File: src/cps2CryptPkg.sv
// CPS2 program decryption shared types
// widths of words, addresses and key material, plus the record that walks the pipe

package cps2CryptPkg;

    // opcode path
    typedef logic [15:0]  cryptWordT;  // one 68000 opcode word
    typedef logic [7:0]   halfT;       // feistel half word
    typedef logic [22:0]  wordAddrT;   // cpu word address, a23..a1

    // key material
    typedef logic [63:0]  keyT;        // four 16-bit round keys
    typedef logic [15:0]  rangeT;      // upper limit on addr[22:7]
    typedef logic [159:0] rawCfgT;     // loaded config before the bit map
    typedef logic [7:0]   cfgByteT;    // one config byte from the host

    localparam int CfgBytes = 20;      // bytes per full config load

    // one fetch in flight
    typedef struct packed {
        wordAddrT  addr;   // word address of the fetch
        cryptWordT data;   // opcode word, cipher or plain
        logic      crypt;  // word lies in the encrypted range
        logic      valid;  // slot holds a fetch
    } fetchT;

endpackage
File: src/cps2Decrypt.sv
// CPS2 program decryption top
// config loader, range check and Feistel pipe, fetch to output in
// 1 + NumRounds cycles
`timescale 1ns/1ps

module cps2Decrypt
    import cps2CryptPkg::*;
#(
    parameter int NumRounds = 4      // pipe depth, 1..4
) (
    input  logic      clk,
    input  logic      rst,

    // config stream
    input  cfgByteT   cfgByte,
    input  logic      cfgWe,         // byte taken on each rising edge

    // opcode fetch, one per cycle at most
    input  logic      fetchValid,
    input  wordAddrT  fetchAddr,
    input  cryptWordT fetchData,

    // decrypted word, single cycle pulse, no back-pressure
    output logic      outValid,
    output wordAddrT  outAddr,
    output cryptWordT outData,
    output logic      keyReady
);

    keyT   key;        // mapped key
    rangeT addrRng;    // mapped range limit
    fetchT rangeOut;   // registered fetch with crypt flag
    fetchT pipeOut;    // after the last round

    cps2KeyLoad u_keyLoad (
        .clk      (clk),
        .rst      (rst),
        .cfgByte  (cfgByte),
        .cfgWe    (cfgWe),
        .key      (key),
        .addrRng  (addrRng),
        .keyReady (keyReady)
    );

    cps2RangeCheck u_rangeCheck (
        .clk        (clk),
        .rst        (rst),
        .fetchValid (fetchValid),
        .fetchAddr  (fetchAddr),
        .fetchData  (fetchData),
        .addrRng    (addrRng),
        .keyReady   (keyReady),
        .stageOut   (rangeOut)
    );

    cps2FeistelPipe #(
        .NumRounds (NumRounds)
    ) u_feistelPipe (
        .clk      (clk),
        .rst      (rst),
        .stageIn  (rangeOut),
        .key      (key),
        .stageOut (pipeOut)
    );

    // unpack the last stage
    assign outValid = pipeOut.valid;
    assign outAddr  = pipeOut.addr;
    assign outData  = pipeOut.data;

endmodule

File: src/cps2FeistelPipe.sv
// CPS2 Feistel pipeline
// chains the round stages, one cycle each, and hands every stage its
// 16-bit slice of the key
`timescale 1ns/1ps

module cps2FeistelPipe
    import cps2CryptPkg::*;
#(
    parameter int NumRounds = 4    // 1..4, one key slice per round
) (
    input  logic  clk,
    input  logic  rst,
    input  fetchT stageIn,         // from the range check
    input  keyT   key,             // used live by every stage
    output fetchT stageOut         // after the last round
);

    localparam int SliceW = $bits(cryptWordT);

    fetchT     chain [NumRounds+1];  // stage boundaries, 0 is the input
    cryptWordT roundKey [NumRounds];  // per round key slices

    assign chain[0] = stageIn;

    genvar i;
    generate
        for (i = 0; i < NumRounds; i++) begin : gRound
            // round i takes key bits 16i+15 down to 16i
            assign roundKey[i] = key[SliceW * i +: SliceW];

            cps2FeistelRound #(
                .RoundIdx (i)
            ) u_round (
                .clk      (clk),
                .rst      (rst),
                .stageIn  (chain[i]),
                .roundKey (roundKey[i]),
                .stageOut (chain[i+1])
            );
        end
    endgenerate

    assign stageOut = chain[NumRounds];  // crypt flag still set for decrypted words

endmodule

File: src/cps2FeistelRound.sv
// CPS2 Feistel round stage
// one keyed round over the two opcode bytes, registered, with a plain
// pass-through for words outside the encrypted range
`timescale 1ns/1ps

module cps2FeistelRound
    import cps2CryptPkg::*;
#(
    parameter int RoundIdx = 0     // round number, sets the rotate amount
) (
    input  logic      clk,
    input  logic      rst,
    input  fetchT     stageIn,     // from the previous stage
    input  cryptWordT roundKey,    // this round's key slice
    output fetchT     stageOut
);

    localparam int Rot = (RoundIdx + 1) % 8;  // left rotate of the mixed byte

    halfT      lHalf;      // data[15:8]
    halfT      rHalf;      // data[7:0]
    halfT      mixVal;     // r ^ key low ^ addr low
    halfT      rotVal;
    halfT      fOut;       // round function result
    cryptWordT roundData;  // swapped halves after the round
    cryptWordT dataNxt;
    logic      validQ;
    logic      cryptQ;
    wordAddrT  addrQ;
    cryptWordT dataQ;

    assign lHalf = stageIn.data[15:8];
    assign rHalf = stageIn.data[7:0];

    // round function, address tweak keeps equal words at different addrs apart
    assign mixVal = rHalf ^ roundKey[7:0] ^ stageIn.addr[7:0];
    assign rotVal = halfT'({mixVal, mixVal} >> (8 - Rot));
    assign fOut   = rotVal + roundKey[15:8];  // wraps mod 256

    // new l = r, new r = l ^ f
    assign roundData = {rHalf, lHalf ^ fOut};
    assign dataNxt   = stageIn.crypt ? roundData : stageIn.data;

    // control bits
    always_ff @(posedge clk or posedge rst) begin
        if (rst) begin
            validQ <= 1'b0;
            cryptQ <= 1'b0;
        end else begin
            validQ <= stageIn.valid;
            cryptQ <= stageIn.crypt;
        end
    end

    // payload, address travels with the word
    always_ff @(posedge clk) begin
        addrQ <= stageIn.addr;
        dataQ <= dataNxt;
    end

    assign stageOut.addr  = addrQ;
    assign stageOut.data  = dataQ;
    assign stageOut.crypt = cryptQ;
    assign stageOut.valid = validQ;

endmodule

File: src/cps2RangeCheck.sv
// CPS2 fetch range check
// registers each opcode fetch and flags it for decryption when it falls
// inside the keyed address range
`timescale 1ns/1ps

module cps2RangeCheck
    import cps2CryptPkg::*;
(
    input  logic      clk,
    input  logic      rst,
    input  logic      fetchValid,  // one cycle fetch strobe
    input  wordAddrT  fetchAddr,
    input  cryptWordT fetchData,   // word as read from rom
    input  rangeT     addrRng,     // from the key loader
    input  logic      keyReady,    // no decryption before a full config
    output fetchT     stageOut     // first pipe stage
);

    localparam int AddrW = $bits(wordAddrT);
    localparam int RngW  = $bits(rangeT);

    logic      inRange;   // addr block at or below the limit
    logic      cryptNxt;
    logic      validQ;
    logic      cryptQ;
    wordAddrT  addrQ;
    cryptWordT dataQ;

    // compare addr[22:7], the 128-word block number
    assign inRange  = (fetchAddr[AddrW-1 -: RngW] <= addrRng);
    assign cryptNxt = keyReady & fetchValid & inRange;

    // control bits
    always_ff @(posedge clk or posedge rst) begin
        if (rst) begin
            validQ <= 1'b0;
            cryptQ <= 1'b0;
        end else begin
            validQ <= fetchValid;
            cryptQ <= cryptNxt;
        end
    end

    // payload
    always_ff @(posedge clk) begin
        addrQ <= fetchAddr;
        dataQ <= fetchData;
    end

    assign stageOut.addr  = addrQ;
    assign stageOut.data  = dataQ;
    assign stageOut.crypt = cryptQ;
    assign stageOut.valid = validQ;

endmodule

File: src/cps2KeyLoad.sv
// CPS2 key loader
// shifts the 20-byte config stream into a raw register and maps it
// onto the 64-bit key and the 16-bit range limit
`timescale 1ns/1ps

module cps2KeyLoad
    import cps2CryptPkg::*;
(
    input  logic    clk,
    input  logic    rst,
    input  cfgByteT cfgByte,   // config byte from the host
    input  logic    cfgWe,     // write level, one byte per rising edge
    output keyT     key,       // round keys, 16 bits each
    output rangeT   addrRng,   // last encrypted addr[22:7] block
    output logic    keyReady   // full config seen since reset
);

    localparam int CfgBits   = $bits(rawCfgT);
    localparam int GrpBits   = 16;
    localparam int NumGroups = CfgBits / GrpBits;
    localparam int CntW      = $clog2(CfgBytes + 1);

    logic            cfgWeLast;  // previous cfgWe sample
    logic            cfgEdge;    // rising edge of cfgWe
    rawCfgT          raw;        // bytes as shifted in
    rawCfgT          cfgMap;     // raw after the board bit map
    logic [CntW-1:0] byteCnt;    // captured bytes, saturating

    // raw bit that feeds position pos (0 = msb) of output group grp
    function automatic int srcBit(input int grp, input int pos);
        int base;
        int idx;
        // top six groups in order, the key words swapped in pairs
        base = GrpBits * ((grp < 6) ? grp : (grp ^ 1));
        if (pos < 6) begin
            idx = base + 10 + pos;   // bits 10..15 of the source group
        end else if (pos < 14) begin
            idx = base + pos - 6;    // low byte of the source group
        end else begin
            idx = base + pos - 22;   // two bits from the group below
        end
        if (idx < 0) begin
            idx = idx + CfgBits;     // group 0 borrows from the top of raw
        end
        return idx;
    endfunction

    assign cfgEdge = cfgWe & ~cfgWeLast;

    // strobe edge detect and shift register
    always_ff @(posedge clk or posedge rst) begin
        if (rst) begin
            cfgWeLast <= 1'b0;
            raw       <= '0;
        end else begin
            cfgWeLast <= cfgWe;
            if (cfgEdge) begin
                raw <= {cfgByte, raw[CfgBits-1:8]};  // new byte enters at the top
            end
        end
    end

    // byte counter, stops once a full config has been seen
    always_ff @(posedge clk or posedge rst) begin
        if (rst) begin
            byteCnt <= '0;
        end else if (cfgEdge && (byteCnt != CntW'(CfgBytes))) begin
            byteCnt <= byteCnt + CntW'(1);
        end
    end

    // holds until reset since the counter saturates
    assign keyReady = (byteCnt == CntW'(CfgBytes));

    // fixed board wiring, 16-bit groups with a two byte rotation
    always_comb begin
        cfgMap = '0;
        for (int g = 0; g < NumGroups; g++) begin
            for (int b = 0; b < GrpBits; b++) begin
                cfgMap[CfgBits - 1 - GrpBits * g - b] = raw[srcBit(g, b)];
            end
        end
    end

    // later reloads keep shifting, so the key tracks raw
    assign key     = cfgMap[$bits(keyT)-1:0];
    assign addrRng = cfgMap[CfgBits-1 -: $bits(rangeT)];  // top group

endmodule

File: config.mk
export PLATFORM = sky130hd
export DESIGN_NAME = cps2Decrypt
export DESIGN_NICKNAME = d
export VERILOG_FILES = /design/src/cps2CryptPkg.sv /design/src/cps2Decrypt.sv /design/src/cps2FeistelPipe.sv /design/src/cps2FeistelRound.sv /design/src/cps2RangeCheck.sv /design/src/cps2KeyLoad.sv
export SDC_FILE = /design/constraint.sdc
export NUM_CORES = 1
export LEC_CHECK = 0
export ABC_CLOCK_PERIOD_IN_PS = 6800
export BUFFER_PORTS_ARGS = -buffer_cell sky130_fd_sc_hd__buf_4
export CAP_MARGIN = 20
export CORE_MARGIN = 2
export CORE_UTILIZATION = 50
export DETAILED_ROUTE_END_ITERATION = 12
export PLACE_DENSITY = 0.75
export SLEW_MARGIN = 20
export SYNTH_ARGS = -nofsm -noshare
export SYNTH_HDL_FRONTEND = slang
export SYNTH_SLANG_ARGS = --single-unit
File: constraint.sdc
create_clock -name clk -period 6.8 [get_ports clk]
set_clock_uncertainty 0.05 [all_clocks]
set_input_delay 0.68 -clock clk [delete_from_list [all_inputs] [get_ports clk]]
set_output_delay 0.68 -clock clk [all_outputs]
set_load 0.01 [all_outputs]
==> results by stage <==
Synth:
- The number of instances in the synthesized netlist is 1296.
- The sequential fraction of the synthesis area is between 60% and 70%.
- The number of nets handed over by synthesis was 1397.
- The library cell with the highest instance count after synthesis is sky130_fd_sc_hd__nand2_1.
- Sorting the synthesized cells by area gives the leading types as sky130_fd_sc_hd__dfrtp_1, sky130_fd_sc_hd__dfxtp_1, sky130_fd_sc_hd__nand2_1.
- The synthesized design contains 370 register bits.
- Counting flops with an async set or reset pin after synthesis yields a share of 47.3%.
- The count of cell types in the netlist is 37.
- The predominant post-synthesis flop cell is sky130_fd_sc_hd__dfxtp_1.
- The synthesized netlist occupies a cell area of 13600 um2.
- The total of warnings raised by yosys is 0.
- By count the netlist is led by sky130_fd_sc_hd__nand2_1, sky130_fd_sc_hd__dfxtp_1, sky130_fd_sc_hd__dfrtp_1.
- The synthesized design contains 0 enable-type register cells.
- The mean cell area of the mapped netlist is 10.5 um2.
- The largest total area in the synthesized netlist belongs to sky130_fd_sc_hd__dfrtp_1.
- The share of the synthesized area in the top cell type is 32.2%.

STA:
- The worst path uses 38.0% of the clock period.
- The total negative slack is 0 ns.
- The final period demand of the worst path is 2.58 ns.
- The worst slew margin relative to its limit is 34.2%.
- For the pin with the worst max-slew slack, the measured transition is between 0.9 and 1 ns.
- On the final layout, the worst hold slack is 0.216 ns.
- Setup repair after global routing left no endpoint under its margin.
- The achievable frequency is roughly 0.39 GHz.
- The number of setup violations in the final report is 0.
- The number of failing hold endpoints at the final stage is 0.
- The max-slew violation total from the final report was 0.

Final layout:
- The number of antenna diodes in the final layout is 0.
- Once layout is complete, the utilization of the core stands at between 50% and 60%.
- The finished layout holds between 1500 and 2000 standard cells, fillers aside.
- In the final layout, the share of cells above drive strength 1 is 14.8%.
- The layout-stage area growth over the synthesis result is 14.0%.
- The number of nets in the finished design is 1449.

Clock network:
- The count of buffers added by post-CTS timing repair for setup is 0.
- The CTS H-tree depth is 2.
- After clock tree synthesis, the clock-pin slew on the worst setup and hold paths is 0.06 ns.
- The clock drives 370 sinks.
- The hold-fix buffer count after cts is 0.
- The root buffer selected by CTS is sky130_fd_sc_hd__clkbuf_16.
- In this run the deepest clock path goes through 3 buffers.
- The number of buffers inserted during clock tree synthesis is 37.
- TritonCTS built the clock tree.
- The clock latency on the worst-skew pair is 0.51 ns.
- After clock tree synthesis, the repair step resized 0 gates.

Route:
- Summing over every cut layer, the via total after detailed routing is 8454.
- The final antenna-violating net count is 0.
- The detail-routed net length per standard cell is 14.6 um.
- For this block, the initial DRC count from the detailed router was 654.
- The residual DRC count is 0.
- After detailed routing, the number of vias per cell comes to 4.92.
- For this run, the detailed router's first-pass iteration total came to 5.
- Wires add up to roughly 25 mm.

Worst setup path:
- STA classifies the critical path endpoint as a register.
- The slowest stage of the critical path is the sky130_fd_sc_hd__buf_4 cell.
- Along the worst path, the maximum fanout reaches 88.
- The worst setup slack for register-to-register paths is roughly 4.2 ns.
- The required arrival time at the worst endpoint is between 7 and 8 ns.
- Walking the worst path, the cells encountered are nor2b_4, buf_4, buf_4, o21ai_0.
- The category of the worst setup path launch point is a register.
- STA puts the critical path data arrival time at 2.89 ns.
- The setup path with the least slack is of type register to register.
- The most numerous cell type found on the critical path is sky130_fd_sc_hd__buf_4.
- The critical path's largest stage delay is 0.81 ns.

Power:
- IR analysis of the VDD net gives a maximum drop of between 0.0002 and 0.00025 V.
- The total power per unit cell area is 358 nW/um2.
- The leakage power is 7.52 nW.

Run:
- The tool flagged a number of max-cap violations equal to 0.

GRT:
- The global-route wire length before repair is 41.3 mm.
- The aggregate global-route resource usage is 17.9%.
- The via count of the first global-routing pass is 8243.
- For this run the aggregate overflow at the end of global routing stands at 0.
- Entering global routing, the biggest net connects 120 pins.
- The number of antenna violations at the first check in global routing is 0.

Run status:
- The flow ran to the end, and the final reports show no timing, DRC or antenna violations.

Floorplan:
- The region available for standard cell placement spans between 20000 and 30000 um2.
- Measured along the x axis, the die boundary spans approximately 170 um.
- The initial utilization of the core area, before any placement, comes to 50.7%.
- The number of placed I/O pins is 92.
- The die is 169 um tall.
- Row generation in the floorplan step produced 60 rows.
- The die covers 28600 um2.

Placed design:
- The routability congestion estimate is 0.866.
- Counting tap cells, the placed design contains a total of 1650 instances.
- Once detailed placement completed, the half-perimeter wirelength came to about 17 mm.
- The number of buffers inserted by port buffering is around 90.

Min path:
- The worst hold path belongs to the class input port to register.
[layer usage]
metal | part of all wire [%] | wire [um] | up-vias | global-route usage (%)
met4 | 2.6 | 640 | 0 | 5.98
met3 | 4.9 | 1220 | 57 | 3.32
li1 | - | - | 4190 | -
met5 | 0 | 0 | - | 0
met1 | 47 | 11700 | 4014 | 25.2
met2 | 46 | 11400 | 193 | 28.2
[worst paths after layout]
path                                                                   startpoint                                           endpoint  depth (start not counted)
worst min register to register  u_feistelPipe.gRound[0].u_round.addrQ[20]$_DFF_P_  u_feistelPipe.gRound[1].u_round.addrQ[20]$_DFF_P_                          0
worst max register to register                      u_keyLoad.cfgWeLast$_DFF_PP0_                       u_keyLoad.raw[0]$_DFFE_PP0P_                          4
min in group asynchronous                                                     rst                     u_keyLoad.raw[140]$_DFFE_PP0P_                          2
worst min-delay path                                                fetchData[11]                     u_rangeCheck.dataQ[11]$_DFF_P_                          1
worst max-delay path                                u_keyLoad.cfgWeLast$_DFF_PP0_                       u_keyLoad.raw[0]$_DFFE_PP0P_                          4
max in group asynchronous                                                     rst                      u_rangeCheck.cryptQ$_DFF_PP0_                          3
[layout by cell type (no fill, tap or decap), types with 8 or more instances in the layout]
cell type and instances:
sky130_fd_sc_hd__nand2_1 467, sky130_fd_sc_hd__dfxtp_1 195, sky130_fd_sc_hd__dfrtp_1 175, sky130_fd_sc_hd__xnor2_1 120
sky130_fd_sc_hd__buf_4 95, sky130_fd_sc_hd__ha_1 46, sky130_fd_sc_hd__clkbuf_16 37, sky130_fd_sc_hd__mux2_2 36
sky130_fd_sc_hd__a21oi_1 30, sky130_fd_sc_hd__nor2_1 27, sky130_fd_sc_hd__o21ai_0 21, sky130_fd_sc_hd__inv_1 18
sky130_fd_sc_hd__a21o_1 12, sky130_fd_sc_hd__clkbuf_1 11, sky130_fd_sc_hd__a21oi_2 8, sky130_fd_sc_hd__a31oi_1 8
[flip-flops by register name, indices dropped and copies added, names as in the netlist]
name                                 flops
u_keyLoad.raw                          160
u_feistelPipe.gRound.u_round.addrQ      92
u_feistelPipe.gRound.u_round.dataQ      64
u_rangeCheck.addrQ                      23
u_rangeCheck.dataQ                      16
u_keyLoad.byteCnt                        5
u_feistelPipe.gRound.u_round.validQ      4
u_feistelPipe.gRound.u_round.cryptQ      3
u_keyLoad.cfgWeLast                      1
u_rangeCheck.cryptQ                      1
u_rangeCheck.validQ                      1
[power by group]
| part | switching, mW | internal, mW | leakage, nW |
|---|---|---|---|
| logic | 0.465 | 0.443 | 2.92 |
| registers | 0.188 | 2.42 | 3.99 |
| clock network | 0.803 | 1.23 | 0.606 |
[worst max-delay path, delay by kind of cell, from the launching register on]
family	cells	cell delay, ns
buf+inv	2	1.44
simple gates	1	0.29
compound gates	1	0.17
flops	1	0.42
[through the flow]
step / power (mW) / cell area (um2) / setup WS, ns
global placement: 3.52 / 14300 / 3.89
global route: 5.83 / 15500 / 3.97
CTS: 5.61 / 15500 / 4.24
finish: 5.55 / 15500 / 4.22
floorplan: 3.33 / 13600 / 1.32
detailed placement: 3.56 / 14300 / 3.82
[cells by family after synthesis]
logic type               after synthesis  share of synthesized area [%]
AO/OA/AOI/OAI                         93                           4.18
XOR/XNOR                             124                           7.97
flip-flops                           370                           60.8
buffers and inverters                101                           4.03
AND/OR/NAND/NOR                      518                           14.8
multiplexers                          40                           3.42
adder cells (fa/ha/maj)               50                           4.81
[cell type report]
type	instances	area [um2]
clock inverters	13	175
clock buffers	54	1050
fillers	2195	11300
flip-flops and latches	370	8280
inverters	19	78.8
well taps	341	427
repair buffers	95	713
multi-input cells	825	4800
(Power assumes the default switching activity.)
